File: src/verilog/memory_game_pkg.sv
package memory_game_pkg;

    // 640x480 at 60 Hz, counted in pixel clocks
    localparam int H_ACTIVE = 640;
    localparam int H_FRONT  = 16;
    localparam int H_SYNC   = 96;
    localparam int H_BACK   = 48;
    localparam int H_TOTAL  = H_ACTIVE + H_FRONT + H_SYNC + H_BACK;

    localparam int V_ACTIVE = 480;
    localparam int V_FRONT  = 10;
    localparam int V_SYNC   = 2;
    localparam int V_BACK   = 33;
    localparam int V_TOTAL  = V_ACTIVE + V_FRONT + V_SYNC + V_BACK;

    typedef logic [9:0] coord_t;

    typedef struct packed {
        logic [3:0] r;
        logic [3:0] g;
        logic [3:0] b;
    } rgb_t;

    // Tile size in half-resolution pixels
    localparam int TILE_W   = 80;
    localparam int TILE_H   = 60;
    localparam int GRID_DIM = 4;
    localparam int N_CARDS  = GRID_DIM * GRID_DIM;

    typedef logic [3:0]         card_idx_t;
    typedef logic [N_CARDS-1:0] card_vec_t;
    typedef logic [2:0]         pic_t;

    typedef enum logic [1:0] {INIT, SHOW, PLAY, DONE} phase_t;

    typedef enum logic [1:0] {MOVE_PAIR, MOVE_FLIP, MOVE_ENTER} move_kind_t;

    typedef logic [7:0] scan_t;

    // Keys 1 2 3 4 / Q W E R / A S D F / Z X C V
    localparam scan_t CARD_CODES [N_CARDS] = '{
        8'h16, 8'h1E, 8'h26, 8'h25,
        8'h15, 8'h1D, 8'h24, 8'h2D,
        8'h1C, 8'h1B, 8'h23, 8'h2B,
        8'h1A, 8'h22, 8'h21, 8'h2A
    };

    localparam scan_t CODE_SHIFT = 8'h12;
    localparam scan_t CODE_ENTER = 8'h5A;

    // Cards 0, 1, 13 and 14 start upside down
    localparam card_vec_t PRESET_FLIP = 16'h6003;

    // red, green, blue, yellow, cyan, magenta, white, orange
    localparam rgb_t PALETTE [8] = '{
        '{4'hF, 4'h0, 4'h0}, '{4'h0, 4'hF, 4'h0},
        '{4'h0, 4'h0, 4'hF}, '{4'hF, 4'hF, 4'h0},
        '{4'h0, 4'hF, 4'hF}, '{4'hF, 4'h0, 4'hF},
        '{4'hF, 4'hF, 4'hF}, '{4'hF, 4'h8, 4'h0}
    };

endpackage

File: src/verilog/game_ifs.sv
`timescale 1ns/1ps

// Decoded player move, single-cycle strobe
interface key_evt_if;
    import memory_game_pkg::*;

    logic       valid;
    move_kind_t kind;
    card_idx_t  card_a;
    card_idx_t  card_b;

    modport src (output valid, kind, card_a, card_b);
    modport dst (input valid, kind, card_a, card_b);
endinterface

// Raster position and syncs from the timing generator
interface scan_if;
    import memory_game_pkg::*;

    logic   pix_en;
    coord_t h_cnt;
    coord_t v_cnt;
    logic   active;
    logic   hsync;
    logic   vsync;

    modport src (output pix_en, h_cnt, v_cnt, active, hsync, vsync);
    modport dst (input pix_en, h_cnt, v_cnt, active, hsync, vsync);
endinterface

File: src/verilog/button_conditioner.sv
`timescale 1ns/1ps

module button_conditioner #(
    parameter int DEBOUNCE_LEN = 7
) (
    input  logic clk,
    input  logic rst,
    input  logic btn_i,
    output logic pulse_o
);

    logic [DEBOUNCE_LEN-1:0] samples;
    logic                    level;
    logic                    level_q;

    // Stable only once every sample agrees
    assign level = &samples;

    always_ff @(posedge clk or posedge rst) begin
        if (rst) begin
            samples <= '0;
            level_q <= 1'b0;
            pulse_o <= 1'b0;
        end else begin
            samples <= {samples[DEBOUNCE_LEN-2:0], btn_i};
            level_q <= level;
            pulse_o <= level & ~level_q;
        end
    end

endmodule

File: src/verilog/key_mapper.sv
`timescale 1ns/1ps

module key_mapper (
    input  logic                   clk,
    input  logic                   rst,
    input  logic                   key_valid_i,
    input  memory_game_pkg::scan_t key_code_i,
    key_evt_if.src                 evt
);
    import memory_game_pkg::*;

    logic      is_card;
    card_idx_t card;
    logic      pend_valid;
    card_idx_t pend_card;
    logic      shift_armed;

    always_comb begin
        is_card = 1'b0;
        card    = '0;
        for (int i = 0; i < N_CARDS; i++) begin
            if (key_code_i == CARD_CODES[i]) begin
                is_card = 1'b1;
                card    = card_idx_t'(i);
            end
        end
    end

    always_ff @(posedge clk or posedge rst) begin
        if (rst) begin
            evt.valid   <= 1'b0;
            pend_valid  <= 1'b0;
            shift_armed <= 1'b0;
        end else begin
            evt.valid <= 1'b0;
            if (key_valid_i) begin
                if (key_code_i == CODE_ENTER) begin
                    evt.valid   <= 1'b1;
                    pend_valid  <= 1'b0;
                    shift_armed <= 1'b0;
                end else if (key_code_i == CODE_SHIFT) begin
                    shift_armed <= 1'b1;
                end else if (is_card && shift_armed) begin
                    evt.valid   <= 1'b1;
                    shift_armed <= 1'b0;
                    pend_valid  <= 1'b0;
                end else if (is_card && !pend_valid) begin
                    pend_valid <= 1'b1;
                end else if (is_card && card != pend_card) begin
                    evt.valid  <= 1'b1;
                    pend_valid <= 1'b0;
                end
            end
        end
    end

    // Move payload, qualified by evt.valid
    always_ff @(posedge clk) begin
        if (key_valid_i) begin
            if (key_code_i == CODE_ENTER) begin
                evt.kind <= MOVE_ENTER;
            end else if (is_card && shift_armed) begin
                evt.kind   <= MOVE_FLIP;
                evt.card_a <= card;
            end else if (is_card && !pend_valid) begin
                pend_card <= card;
            end else if (is_card) begin
                evt.kind   <= MOVE_PAIR;
                evt.card_a <= pend_card;
                evt.card_b <= card;
            end
        end
    end

endmodule

File: src/verilog/game_controller.sv
`timescale 1ns/1ps

module game_controller (
    input  logic                       clk,
    input  logic                       rst,
    input  logic                       start_pulse_i,
    input  logic                       hint_i,
    key_evt_if.dst                     evt,
    output memory_game_pkg::phase_t    phase_o,
    output memory_game_pkg::card_vec_t shown_o,
    output memory_game_pkg::card_vec_t flipped_o,
    output logic                       pass_o
);
    import memory_game_pkg::*;

    phase_t    phase_q;
    phase_t    next_phase;
    card_vec_t shown_q;
    card_vec_t matched_q;
    card_vec_t flipped_q;
    logic      ready_q;
    logic      hide_pend_q;
    pic_t      pic_a;
    pic_t      pic_b;
    logic      pair_match;

    always_comb begin
        case (phase_q)
            INIT:    next_phase = SHOW;
            SHOW:    next_phase = PLAY;
            PLAY:    next_phase = DONE;
            default: next_phase = INIT;
        endcase
    end

    // Cards i and i+8 carry the same picture
    assign pic_a      = pic_t'(evt.card_a[2:0]);
    assign pic_b      = pic_t'(evt.card_b[2:0]);
    assign pair_match = (pic_a == pic_b) &&
                        (flipped_q[evt.card_a] == flipped_q[evt.card_b]);

    always_ff @(posedge clk or posedge rst) begin
        if (rst) begin
            phase_q     <= INIT;
            shown_q     <= '0;
            matched_q   <= '0;
            flipped_q   <= '0;
            pass_o      <= 1'b0;
            ready_q     <= 1'b1;
            hide_pend_q <= 1'b0;
        end else if (start_pulse_i) begin
            phase_q     <= next_phase;
            ready_q     <= 1'b1;
            hide_pend_q <= 1'b0;
            case (next_phase)
                INIT: begin
                    shown_q   <= '0;
                    matched_q <= '0;
                    flipped_q <= '0;
                    pass_o    <= 1'b0;
                end
                SHOW: begin
                    shown_q   <= '1;
                    matched_q <= '0;
                    flipped_q <= PRESET_FLIP;
                end
                PLAY: begin
                    shown_q <= '0;
                end
                default: begin
                    shown_q <= '1;
                    pass_o  <= 1'b1;
                end
            endcase
        end else if (phase_q == PLAY) begin
            if (hint_i) begin
                shown_q     <= '1;
                hide_pend_q <= 1'b1;
            end else if (hide_pend_q) begin
                // Hint released, matched cards stay up through matched_q
                shown_q     <= '0;
                hide_pend_q <= 1'b0;
            end else if (evt.valid) begin
                case (evt.kind)
                    MOVE_PAIR: if (ready_q) begin
                        shown_q[evt.card_a] <= 1'b1;
                        shown_q[evt.card_b] <= 1'b1;
                        ready_q             <= 1'b0;
                        if (pair_match) begin
                            matched_q[evt.card_a] <= 1'b1;
                            matched_q[evt.card_b] <= 1'b1;
                        end
                    end
                    MOVE_FLIP: if (ready_q) begin
                        flipped_q[evt.card_a] <= ~flipped_q[evt.card_a];
                        shown_q[evt.card_a]   <= 1'b1;
                        ready_q               <= 1'b0;
                    end
                    MOVE_ENTER: if (!ready_q) begin
                        shown_q <= '0;
                        ready_q <= 1'b1;
                    end
                    default: ;
                endcase
            end
        end
    end

    assign phase_o   = phase_q;
    assign shown_o   = shown_q | matched_q;
    assign flipped_o = flipped_q;

endmodule

File: src/verilog/vga_timing.sv
`timescale 1ns/1ps

module vga_timing #(
    parameter int PIX_DIV = 4
) (
    input  logic clk,
    input  logic rst,
    scan_if.src  scan
);
    import memory_game_pkg::*;

    localparam int DIV_W    = (PIX_DIV > 1) ? $clog2(PIX_DIV) : 1;
    localparam int HS_START = H_ACTIVE + H_FRONT;
    localparam int HS_END   = HS_START + H_SYNC;
    localparam int VS_START = V_ACTIVE + V_FRONT;
    localparam int VS_END   = VS_START + V_SYNC;

    logic [DIV_W-1:0] div_cnt;
    coord_t           pixel_cnt;
    coord_t           line_cnt;
    coord_t           pixel_nxt;
    coord_t           line_nxt;

    assign scan.pix_en = (div_cnt == DIV_W'(PIX_DIV - 1));

    always_comb begin
        pixel_nxt = (pixel_cnt == coord_t'(H_TOTAL - 1)) ? '0 : pixel_cnt + 1'b1;
        line_nxt  = line_cnt;
        if (pixel_cnt == coord_t'(H_TOTAL - 1)) begin
            line_nxt = (line_cnt == coord_t'(V_TOTAL - 1)) ? '0 : line_cnt + 1'b1;
        end
    end

    always_ff @(posedge clk or posedge rst) begin
        if (rst) begin
            div_cnt    <= '0;
            pixel_cnt  <= '0;
            line_cnt   <= '0;
            scan.hsync <= 1'b1;
            scan.vsync <= 1'b1;
        end else begin
            div_cnt <= scan.pix_en ? '0 : div_cnt + 1'b1;
            if (scan.pix_en) begin
                pixel_cnt <= pixel_nxt;
                line_cnt  <= line_nxt;
                // Syncs follow the counter values they are loaded with
                scan.hsync <= !(pixel_nxt >= HS_START && pixel_nxt < HS_END);
                scan.vsync <= !(line_nxt >= VS_START && line_nxt < VS_END);
            end
        end
    end

    assign scan.active = (pixel_cnt < H_ACTIVE) && (line_cnt < V_ACTIVE);
    assign scan.h_cnt  = (pixel_cnt < H_ACTIVE) ? pixel_cnt : '0;
    assign scan.v_cnt  = (line_cnt < V_ACTIVE) ? line_cnt : '0;

endmodule

File: src/verilog/tile_renderer.sv
`timescale 1ns/1ps

module tile_renderer (
    input  logic                       clk,
    input  logic                       rst,
    scan_if.dst                        scan,
    input  memory_game_pkg::card_vec_t shown_i,
    input  memory_game_pkg::card_vec_t flipped_i,
    output memory_game_pkg::rgb_t      rgb_o,
    output logic                       hsync_o,
    output logic                       vsync_o
);
    import memory_game_pkg::*;

    coord_t    x;
    coord_t    y;
    logic [1:0] col;
    logic [1:0] row;
    logic [5:0] tile_row;
    card_idx_t idx;
    pic_t      pic;
    logic      lit;
    rgb_t      colour;

    // Half resolution, 320x240 split into a 4x4 grid
    assign x        = scan.h_cnt >> 1;
    assign y        = scan.v_cnt >> 1;
    assign col      = 2'(x / TILE_W);
    assign row      = 2'(y / TILE_H);
    assign tile_row = 6'(y % TILE_H);
    assign idx      = card_idx_t'(row * GRID_DIM + col);
    assign pic      = pic_t'(idx[2:0]);

    // Upright cards use the top half, flipped ones the bottom half
    assign lit = flipped_i[idx] ? (tile_row >= TILE_H / 2) : (tile_row < TILE_H / 2);

    assign colour = (scan.active && shown_i[idx] && lit) ? PALETTE[pic] : '0;

    always_ff @(posedge clk or posedge rst) begin
        if (rst) begin
            rgb_o   <= '0;
            hsync_o <= 1'b1;
            vsync_o <= 1'b1;
        end else if (scan.pix_en) begin
            rgb_o   <= colour;
            hsync_o <= scan.hsync;
            vsync_o <= scan.vsync;
        end
    end

endmodule

File: src/verilog/memory_game_top.sv
`timescale 1ns/1ps

module memory_game_top #(
    parameter int PIX_DIV      = 4,
    parameter int DEBOUNCE_LEN = 7
) (
    input  logic                       clk,
    input  logic                       rst,
    input  logic                       start_i,
    input  logic                       hint_i,
    input  logic                       key_valid_i,
    input  memory_game_pkg::scan_t     key_code_i,
    output logic [3:0]                 vga_r_o,
    output logic [3:0]                 vga_g_o,
    output logic [3:0]                 vga_b_o,
    output logic                       hsync_o,
    output logic                       vsync_o,
    output memory_game_pkg::phase_t    phase_o,
    output memory_game_pkg::card_vec_t shown_o,
    output logic                       pass_o
);
    import memory_game_pkg::*;

    logic      start_pulse;
    card_vec_t shown;
    card_vec_t flipped;
    rgb_t      rgb;

    key_evt_if evt_bus ();
    scan_if    scan_bus ();

    button_conditioner #(.DEBOUNCE_LEN(DEBOUNCE_LEN)) button_conditioner_inst (
        .clk    (clk),
        .rst    (rst),
        .btn_i  (start_i),
        .pulse_o(start_pulse)
    );

    key_mapper key_mapper_inst (
        .clk        (clk),
        .rst        (rst),
        .key_valid_i(key_valid_i),
        .key_code_i (key_code_i),
        .evt        (evt_bus.src)
    );

    game_controller game_controller_inst (
        .clk          (clk),
        .rst          (rst),
        .start_pulse_i(start_pulse),
        .hint_i       (hint_i),
        .evt          (evt_bus.dst),
        .phase_o      (phase_o),
        .shown_o      (shown),
        .flipped_o    (flipped),
        .pass_o       (pass_o)
    );

    vga_timing #(.PIX_DIV(PIX_DIV)) vga_timing_inst (
        .clk (clk),
        .rst (rst),
        .scan(scan_bus.src)
    );

    tile_renderer tile_renderer_inst (
        .clk      (clk),
        .rst      (rst),
        .scan     (scan_bus.dst),
        .shown_i  (shown),
        .flipped_i(flipped),
        .rgb_o    (rgb),
        .hsync_o  (hsync_o),
        .vsync_o  (vsync_o)
    );

    assign shown_o = shown;
    assign vga_r_o = rgb.r;
    assign vga_g_o = rgb.g;
    assign vga_b_o = rgb.b;

endmodule

File: config.mk
export PLATFORM = sky130hd
export DESIGN_NAME = memory_game_top
export DESIGN_NICKNAME = d
export VERILOG_FILES = /design/src/verilog/memory_game_pkg.sv /design/src/verilog/game_ifs.sv /design/src/verilog/button_conditioner.sv /design/src/verilog/key_mapper.sv /design/src/verilog/game_controller.sv /design/src/verilog/vga_timing.sv /design/src/verilog/tile_renderer.sv /design/src/verilog/memory_game_top.sv
export SDC_FILE = /design/constraint.sdc
export NUM_CORES = 1
export LEC_CHECK = 0
export BUFFER_PORTS_ARGS = -buffer_cell sky130_fd_sc_hd__buf_2
export CAP_MARGIN = 20
export CORE_MARGIN = 10
export CORE_UTILIZATION = 45
export CTS_CLUSTER_SIZE = 8
export DETAILED_ROUTE_END_ITERATION = 6
export GPL_ROUTABILITY_DRIVEN = 0
export PLACE_DENSITY = 0.69
export SYNTH_ARGS = -nofsm -noshare
export SYNTH_HDL_FRONTEND = slang
export SYNTH_SLANG_ARGS = --single-unit
export TNS_END_PERCENT = 20
File: constraint.sdc
create_clock -name clk -period 3.65 [get_ports clk]
set_input_delay 1.095 -clock clk [delete_from_list [all_inputs] [get_ports clk]]
set_output_delay 1.095 -clock clk [all_outputs]
set_load 0.005 [all_outputs]
==> results of run 1 <==
cells by family (layout without fill, tap and decap cells):
kind of cell	Yosys count	count (layout)	synth area share
buffers and inverters	85	104	0.0568
flip-flops	109	109	0.407
XOR/XNOR	16	16	0.0203
AND/OR/NAND/NOR	277	277	0.200
adder cells (fa/ha/maj)	15	15	0.0269
AO/OA/AOI/OAI	231	231	0.218
multiplexers	35	35	0.0719
sequential cells by signal, summed over array words and instances (netlist names), 4 cells and up:
signal                           flops
button_conditioner_inst.samples      7
key_mapper_inst.evt.card_b           4
game_controller_inst.matched_q      16
game_controller_inst.flipped_o      16
key_mapper_inst.evt.card_a           4
vga_timing_inst.pixel_cnt           10
vga_timing_inst.line_cnt            10
key_mapper_inst.pend_card            4
game_controller_inst.shown_q        16
tile_renderer_inst.rgb_o             4
critical path, stage by stage:
cell                        delay [ns]
sky130_fd_sc_hd__buf_2            0.11
sky130_fd_sc_hd__or4b_1           0.59
sky130_fd_sc_hd__a2111oi_0        0.37
sky130_fd_sc_hd__nand4b_1         0.24
sky130_fd_sc_hd__xor2_1           0.09
sky130_fd_sc_hd__nor4_1           0.42
sky130_fd_sc_hd__nor2_1           0.10
sky130_fd_sc_hd__o311a_1          0.30
synth_stat cells, types with 10 or more instances:
cell type	n	area, um2
sky130_fd_sc_hd__a21oi_1	76	380
sky130_fd_sc_hd__a311oi_1	14	123
sky130_fd_sc_hd__a31oi_1	14	87.6
sky130_fd_sc_hd__buf_2	10	50.1
sky130_fd_sc_hd__buf_4	10	75.1
sky130_fd_sc_hd__clkbuf_1	34	128
sky130_fd_sc_hd__dfrtp_1	90	2250
sky130_fd_sc_hd__edfxtp_1	14	420
sky130_fd_sc_hd__ha_1	14	175
sky130_fd_sc_hd__inv_1	24	90.1
sky130_fd_sc_hd__mux2i_1	15	150
sky130_fd_sc_hd__nand2_1	66	248
sky130_fd_sc_hd__nand2b_1	10	62.6
sky130_fd_sc_hd__nand3_1	11	55.1
sky130_fd_sc_hd__nand4_1	13	81.3
sky130_fd_sc_hd__nor2_1	91	342
sky130_fd_sc_hd__nor2b_1	13	81.3
sky130_fd_sc_hd__nor3_1	21	105
sky130_fd_sc_hd__o21ai_0	45	225
sky130_fd_sc_hd__o21ai_2	11	96.3
sky130_fd_sc_hd__or2_2	14	87.6
sky130_fd_sc_hd__xor2_1	10	87.6
worst paths after layout:
path                                                          from                                  to  slack (ns)  cells after the start
worst max-delay path                                 key_code_i[4]           key_mapper_inst.evt.valid        0.60                      8
worst min-delay path            button_conditioner_inst.samples[1]  button_conditioner_inst.samples[2]        0.38                      0
worst max register to register        vga_timing_inst.pixel_cnt[8]          vga_timing_inst.scan.vsync        0.74                      8
worst min register to register  button_conditioner_inst.samples[1]  button_conditioner_inst.samples[2]        0.38                      0
max in group asynchronous                                      rst  game_controller_inst.flipped_o[10]        2.17                      3
min in group asynchronous                                      rst  button_conditioner_inst.samples[3]        0.80                      2
per-stage QoR:
stage / cells / worst slack (ns)
final: 975 / 0.599
after CTS: 975 / 0.590
after floorplan: 768 / 0.0863
after global placement: 959 / 0.287
after detailed placement: 959 / 0.196
after global routing: 975 / 0.394
where the power goes:
group | total [uW] | switching, uW | internal, uW
clock network | 955 | 478 | 477
registers | 1470 | 94.5 | 1370
logic | 445 | 246 | 199
total | 2870 | 818 | 2050
cell type report:
class                   instances  share of cell area
multi-input cells             574               0.494
flip-flops and latches        109               0.374
repair buffers                 64              0.0508
well taps                     188              0.0314
clock buffers                  10              0.0306
inverters                      24              0.0124
clock inverters                 6             0.00718
layer usage:
layer / vias to the layer above / track usage / share of wire
met5: - / 0 / 0
met1: 2769 / 0.202 / 0.43
met3: 26 / 0.0277 / 0.044
met4: 0 / 0.0704 / 0.025
li1: 2825 / - / -
met2: 153 / 0.280 / 0.50
==> run metrics, run 1 <==
share of cells above drive strength 1 0.179; most frequent cells in the layout sky130_fd_sc_hd__nor2_1, sky130_fd_sc_hd__dfrtp_1, sky130_fd_sc_hd__a21oi_1; unrepaired setup endpoints after global routing no; Post-Route Utilization 0.497; number of routed nets with antenna violations 0; number of flops mapped to enable cells by yosys 14; Most used DFF post-synth sky130_fd_sc_hd__dfrtp_1; outcome complete, no violations; number of hold violations in the final report 0; Final HPWL DP between 10,000 and 15,000 um; detailed-routing iteration count for the pre-antenna-repair pass 5; largest buffer count on any clock path 2; post-route clock period utilization 0.836; Unique masters post-synth 80; fmax 328 MHz; total routing resource utilization after global routing 0.165; worst slew margin relative to its limit 0.428; crit start category primary input; Power Dens Cells about 380 nW/um2; antenna diode instance count 0; vertical die dimension 144 um; clock-pin slew of the registers on the worst-case setup and hold paths 0.08 ns; number of primary I/O pins 46; required time of the critical path 3.91 ns; mean number of vias per cell 5.92; hold buffer count at cts 0; max-slew violation total from the final report 0; routed vias just under 6k; number of flip-flops and latches in the synthesized netlist 109; leading cell type in the layout, fill and taps excluded sky130_fd_sc_hd__nor2_1; maximum number of pins on one net before global-route repair 50; number of warnings printed during yosys synthesis 0; class of the most critical hold timing path flop to flop; antenna violations before repair 0; syn nets 795; worst-skew pair later-pin latency around 0.37 ns; TNS Setup 0 ns; Initial Util 0.457; Clock Sink Count 109; via count of the first global-routing pass between 5k and 6k; Wirelength per Cell 16.9 um; syn_area_per_cell 8.98 um2; Fill cells 1,436; Data arrival, critical path 3.31 ns; core area 15,100 um2; Port Buffers 45; area of combinational cells with multiple inputs 3700 um2; final setup violating endpoints 0; share of flip-flops with an asynchronous set or reset 0.872; post-route cell area ~7500 um2; hold_ws 0.376 ns; post-CTS resize count 0; Least-Margin Pin Slew 0.851 ns; WS Path Type primary input to flop; Netlist Area Pre-Place slightly below 7000 um2; Max Fanout on Critical Path 4; width of the chip between 100 and 150 um; Layout Area Growth over Synthesis 8.69%; clock buffers created by TritonCTS 9; Clock Tree Root sky130_fd_sc_hd__clkbuf_16; kind of capture point of the worst setup path flop; Die Outline Area between 20,000 and 25,000 um2; clock tree skew after final layout around 0.014 ns; synthesized instance count 768; Max Cap Violations 0; clock tree from TritonCTS built; number of setup buffers added after CTS 0; count of H-tree levels built during CTS 3; DR DRC count 0; row count 45; first-pass GRT wire length 27,600 um; aggregate routed wire length 16,500 um; leakage power between 0.003 and 0.004 uW; maximum vdd ir drop roughly 240 uV; placed inst area 7210 um2; Power Total 2870 uW; sequential cell area fraction in the yosys report 0.407; number of violations reported at the end of detailed-routing iteration 0 approximately 550; final critical-path required period 3.05 ns; global-route congestion overflow total 0; Seq. cell area 2800 um2; layout net count 809
Note: power is estimated with default switching activity, not from simulation.
==> run 2: changes to the inputs <==
clock period = 2.56 ns   (was 3.65 ns; I/O delays follow)
==> run metrics, run 2 (synthesis gave the netlist of run 1 again) <==
required time of the critical path 2.64 ns; Post-Route Utilization 0.526; class of the most critical hold timing path flop to flop; clock tree from TritonCTS built; DR DRC count 0; CP max stage cell sky130_fd_sc_hd__or4b_4; core area 15,100 um2; Clock Tree Root sky130_fd_sc_hd__clkbuf_16; Critical Path Max Stage Delay 0.57 ns; cell class contributing the biggest share of worst-path delay simple AND/OR/NAND/NOR gates; crit start category primary input; max-slew violation total from the final report 0; detailed-routing iteration count for the pre-antenna-repair pass 5; critical path cell sequence buf_2 -> or4b_4 -> a21oi_1 -> o21ai_0 -> a222oi_1 -> buf_4 -> nand2_1 -> nor3b_2 -> buf_4; final critical-path required period 2.47 ns; Max Cap Violations 0; worst path buffer plus inverter count 3; Clock Sink Count 109; Layout Area Growth over Synthesis 15.0%; final setup violating endpoints 0; Power Total 4130 uW; Final HPWL DP 12,500 um; clock buffers created by TritonCTS 9; Initial Util 0.457; number of primary I/O pins 46; layout net count 852; Wirelength per Cell 16.6 um; fmax 404 MHz; WS Path Type primary input to flop; total routing resource utilization after global routing 0.168; number of violations reported at the end of detailed-routing iteration 0 555; Port Buffers 45; width of the chip 144 um; Least-Margin Pin Slew 0.737 ns; via count of the first global-routing pass 5,687; worst slew margin relative to its limit 0.509; Die Outline Area 20,700 um2; clock tree skew after final layout 0.0114 ns; leakage power 0.00331 uW; vertical die dimension 144 um; aggregate routed wire length 16,900 um; clock-pin slew of the registers on the worst-case setup and hold paths 0.07 ns; most frequent cells in the layout sky130_fd_sc_hd__nor2_1, sky130_fd_sc_hd__dfrtp_1, sky130_fd_sc_hd__a21oi_1; number of hold violations in the final report 0; post-route clock period utilization 0.966; dominant cell type by count on the critical path sky130_fd_sc_hd__buf_4; unrepaired setup endpoints after global routing yes; first-pass GRT wire length roughly 28,000 um; kind of capture point of the worst setup path flop; maximum number of pins on one net before global-route repair 55; Power Dens Cells 521 nW/um2; Data arrival, critical path 2.55 ns; leading cell type in the layout, fill and taps excluded sky130_fd_sc_hd__nor2_1; number of routed nets with antenna violations 0; Fill cells 1,383; largest buffer count on any clock path 2; Max Fanout on Critical Path 5; antenna violations before repair 0; row count 45; antenna diode instance count 0; count of H-tree levels built during CTS 3; share of cells above drive strength 1 0.230; routed vias ~6k; mean number of vias per cell about 6; global-route congestion overflow total 0; worst-skew pair later-pin latency 0.36 ns; hold buffer count at cts 0; outcome complete, no violations; maximum vdd ir drop 319 uV
-- run 2: changes by cell type in the layout (fill, tap and decap cells not counted), moves of 2 or more --
| cell | before | now |
|---|---|---|
| sky130_fd_sc_hd__buf_12 | 1 | 4 |
| sky130_fd_sc_hd__o21ai_0 | 45 | 43 |
| sky130_fd_sc_hd__buf_4 | 18 | 57 |
| sky130_fd_sc_hd__o21ai_1 | 0 | 2 |
| sky130_fd_sc_hd__clkinvlp_4 | 0 | 2 |
| sky130_fd_sc_hd__nor4b_4 | 0 | 2 |
-- run 2: where the power goes --
part,internal [uW],switching [uW],leakage [uW]
sequential,1960,138,0.00131
combinational,302,360,0.00185
clock,683,691,0.000140
-- run 2: what timing repair did --
action                     CTS  global route
resized for setup            1            14
pin swaps                    0             8
buffers inserted             0             2
setup endpoints to repair    1            25
gates cloned                 0             0
-- run 2: layout make-up --
class                      instances  area (um2)  share of cell area
sequential                       109        2810               0.354
timing repair buffer             107         744              0.0938
tap                              188         235              0.0297
inverter                          24        93.8              0.0118
clock inverter                     7        65.1             0.00820
multi-input combinational        574        3760               0.474
clock buffer                       9         225              0.0284
-- run 2: layer usage --
layer / GRT usage / share of wire
met1: 0.211 / 0.44
met2: 0.279 / 0.49
met3: 0.0211 / 0.042
met4: 0.0849 / 0.029
met5: 0 / 0
-- run 2: worst reg2reg max path: cells and delay by family (launching register included) --
kind,cells,cell delay (ns)
muxes,2,1.09
buffers and inverters,2,0.35
DFF,1,0.34
xor gates and xnor gates,1,0.26
AOI/OAI and AO/OA,1,0.18
and+or+nand+nor,1,0.15
-- run 2: path summary, 6_finish.rpt --
kind	startpoint	endpoint	slack [ns]	cells past startpoint
max reg2reg	key_mapper_inst.evt.card_a[0]	game_controller_inst.matched_q[8]	0.10	7
min	button_conditioner_inst.samples[1]	button_conditioner_inst.samples[2]	0.38	0
max in group asynchronous	rst	vga_timing_inst.scan.hsync	1.44	3
max	key_code_i[4]	key_mapper_inst.evt.card_b[1]	0.09	9
min reg2reg	button_conditioner_inst.samples[1]	button_conditioner_inst.samples[2]	0.38	0
min in group asynchronous	rst	button_conditioner_inst.samples[4]	0.42	2
-- run 2: stage by stage --
| step | cell area, um2 | worst slack, ns | setup TNS [ns] | hold WS (ns) | instances |
|---|---|---|---|---|---|
| final | 7930 | 0.0861 | 0 | 0.375 | 1018 |
| after global routing | 7930 | -0.0356 | -0.0356 | 0.392 | 1018 |
| after CTS | 7840 | 0.00343 | 0 | 0.376 | 1016 |
| after detailed placement | 7550 | -0.439 | -6.21 | 0.360 | 1000 |
| after global placement | 7550 | -0.437 | -5.44 | 0.356 | 1000 |
| after floorplan | 6900 | -0.343 | -4.07 | 0.353 | 768 |
==> run 3: changes to the inputs <==
BUFFER_PORTS_ARGS = -buffer_cell sky130_fd_sc_hd__buf_4   (was -buffer_cell sky130_fd_sc_hd__buf_2)
==> run metrics, run 3 (synthesis gave the netlist of run 1 again) <==
DR DRC count 0; Final HPWL DP 12,800 um; vertical die dimension 144 um; clock tree from TritonCTS built; number of routed nets with antenna violations 0; via count of the first global-routing pass 5,905; antenna diode instance count 0; clock-pin slew of the registers on the worst-case setup and hold paths roughly 0.070 ns; required time of the critical path roughly 2.6 ns; final critical-path required period 2.53 ns; Port Buffers 45; most frequent cells in the layout sky130_fd_sc_hd__buf_4, sky130_fd_sc_hd__nor2_1, sky130_fd_sc_hd__dfrtp_1; critical path cell sequence buf_6 -> or4b_4 -> buf_6 -> a21oi_2 -> o21ai_1 -> a222oi_1 -> buf_4 -> nand2_4 -> nor3b_2 -> buf_4; leading cell type in the layout, fill and taps excluded sky130_fd_sc_hd__buf_4; worst slew margin relative to its limit 0.526; fmax 396 MHz; count of H-tree levels built during CTS 3; Initial Util 0.457; TNS Setup 0 ns; Power Dens Cells 523 nW/um2; Layout Area Growth over Synthesis 16.8%; WS Path Type primary input to flop; leakage power around 0.0034 uW; Max Cap Violations 0; share of cells above drive strength 1 0.235; detailed-routing iteration count for the pre-antenna-repair pass 5; pre-CTS WS -0.471 ns; total routing resource utilization after global routing 0.171; Clock Tree Root sky130_fd_sc_hd__clkbuf_16; CP startpoint key_code_i[7]; post-route clock period utilization 0.986; Worst Reg-to-Reg Cells 8; hold buffer count at cts 0; kind of capture point of the worst setup path flop; worst-skew pair later-pin latency between 0.3 and 0.4 ns; Max Fanout on Critical Path 4; count of non-filler cells in the finished layout 1,014; width of the chip 144 um; Data arrival, critical path 2.60 ns; final setup violating endpoints 0; slack of the worst reg-to-reg path 0.13 ns; CP max stage cell sky130_fd_sc_hd__or4b_4; Clock Sink Count 109; number of primary I/O pins 46; max-slew violation total from the final report 0; outcome complete, no violations; number of hold violations in the final report 0; class of the most critical hold timing path flop to flop; number of violations reported at the end of detailed-routing iteration 0 just over 600; mean number of vias per cell 6.06; hold_ws 0.380 ns; end of the critical path key_mapper_inst.evt.card_b[0]; unrepaired setup endpoints after global routing yes; global-route congestion overflow total 0; core area 15,100 um2; aggregate routed wire length 17,500 um; endpoint of the worst-slack reg-to-reg timing path tile_renderer_inst.rgb_o[7]; clock buffers created by TritonCTS 9; worst min-delay path startpoint button_conditioner_inst.samples[4]; Least-Margin Pin Slew 0.711 ns; layout net count between 800 and 900; routed vias 6,148; crit start category primary input; post-layout worst setup margin around 0.035 ns; maximum vdd ir drop 312 uV; maximum number of pins on one net before global-route repair between 90 and 100; Die Outline Area 20,700 um2; Wirelength per Cell 17.3 um; antenna violations before repair 0; Critical Path Max Stage Delay around 0.55 ns; row count 45; total instance count after detailed placement 993; largest buffer count on any clock path 2; clock tree skew after final layout 0.0144 ns; first-pass GRT wire length 28,800 um; worst r2r src vga_timing_inst.line_cnt[6]
## run 3: where the power goes
group | internal (uW) | switching, uW
logic | 350 | 379
registers | 1960 | 143
clock network | 694 | 687
## run 3: worst min path at each step
stage                                               endpoint  slack (ns)  cells after the start
after floorplan           button_conditioner_inst.samples[2]        0.35                      0
after global placement    button_conditioner_inst.samples[2]        0.36                      0
after detailed placement  button_conditioner_inst.samples[4]        0.36                      0
after CTS                 button_conditioner_inst.samples[5]        0.38                      0
after global routing      button_conditioner_inst.samples[4]        0.40                      0
final                     button_conditioner_inst.samples[5]        0.38                      0
## run 3: repair_timing
action	in CTS	in global routing
setup buffers	1	4
endpoints found under the hold margin	0	0
setup endpoints to repair	11	35
pin swaps	1	10
resized for setup	6	23
## run 3: final cells by class
cell class | count | area [um2]
fillers | 1385 | 7040
flip-flops and latches | 109 | 2800
clock buffers | 9 | 225
inverters | 24 | 93.8
clock inverters | 7 | 78.8
well taps | 188 | 235
repair buffers | 103 | 830
multi-input cells | 574 | 3780
## run 3: critical path: cells and delay by family
family                 cells  cell delay, ns
AOI/OAI and AO/OA          3            0.45
buffers and inverters      4            0.62
and+or+nand+nor            3            0.76
## run 3: stage by stage
step                       util  power [uW]  instance area (um2)
after floorplan               -        2540                 6900
after global placement    0.504        2810                 7610
after detailed placement  0.504        2850                 7610
after CTS                 0.526        4250                 7940
after global routing      0.534        4440                 8050
final                     0.534        4210                 8050
## run 3: per-layer routing
layer / vias to the layer above / wire length, um / track usage / part of all wire
met2: 188 / 8950 / 0.294 / 0.51
met3: 40 / 771 / 0.0228 / 0.044
met1: 3007 / 7280 / 0.206 / 0.42
met5: - / 0 / 0 / 0
li1: 2913 / - / - / -
met4: 0 / 523 / 0.0817 / 0.030
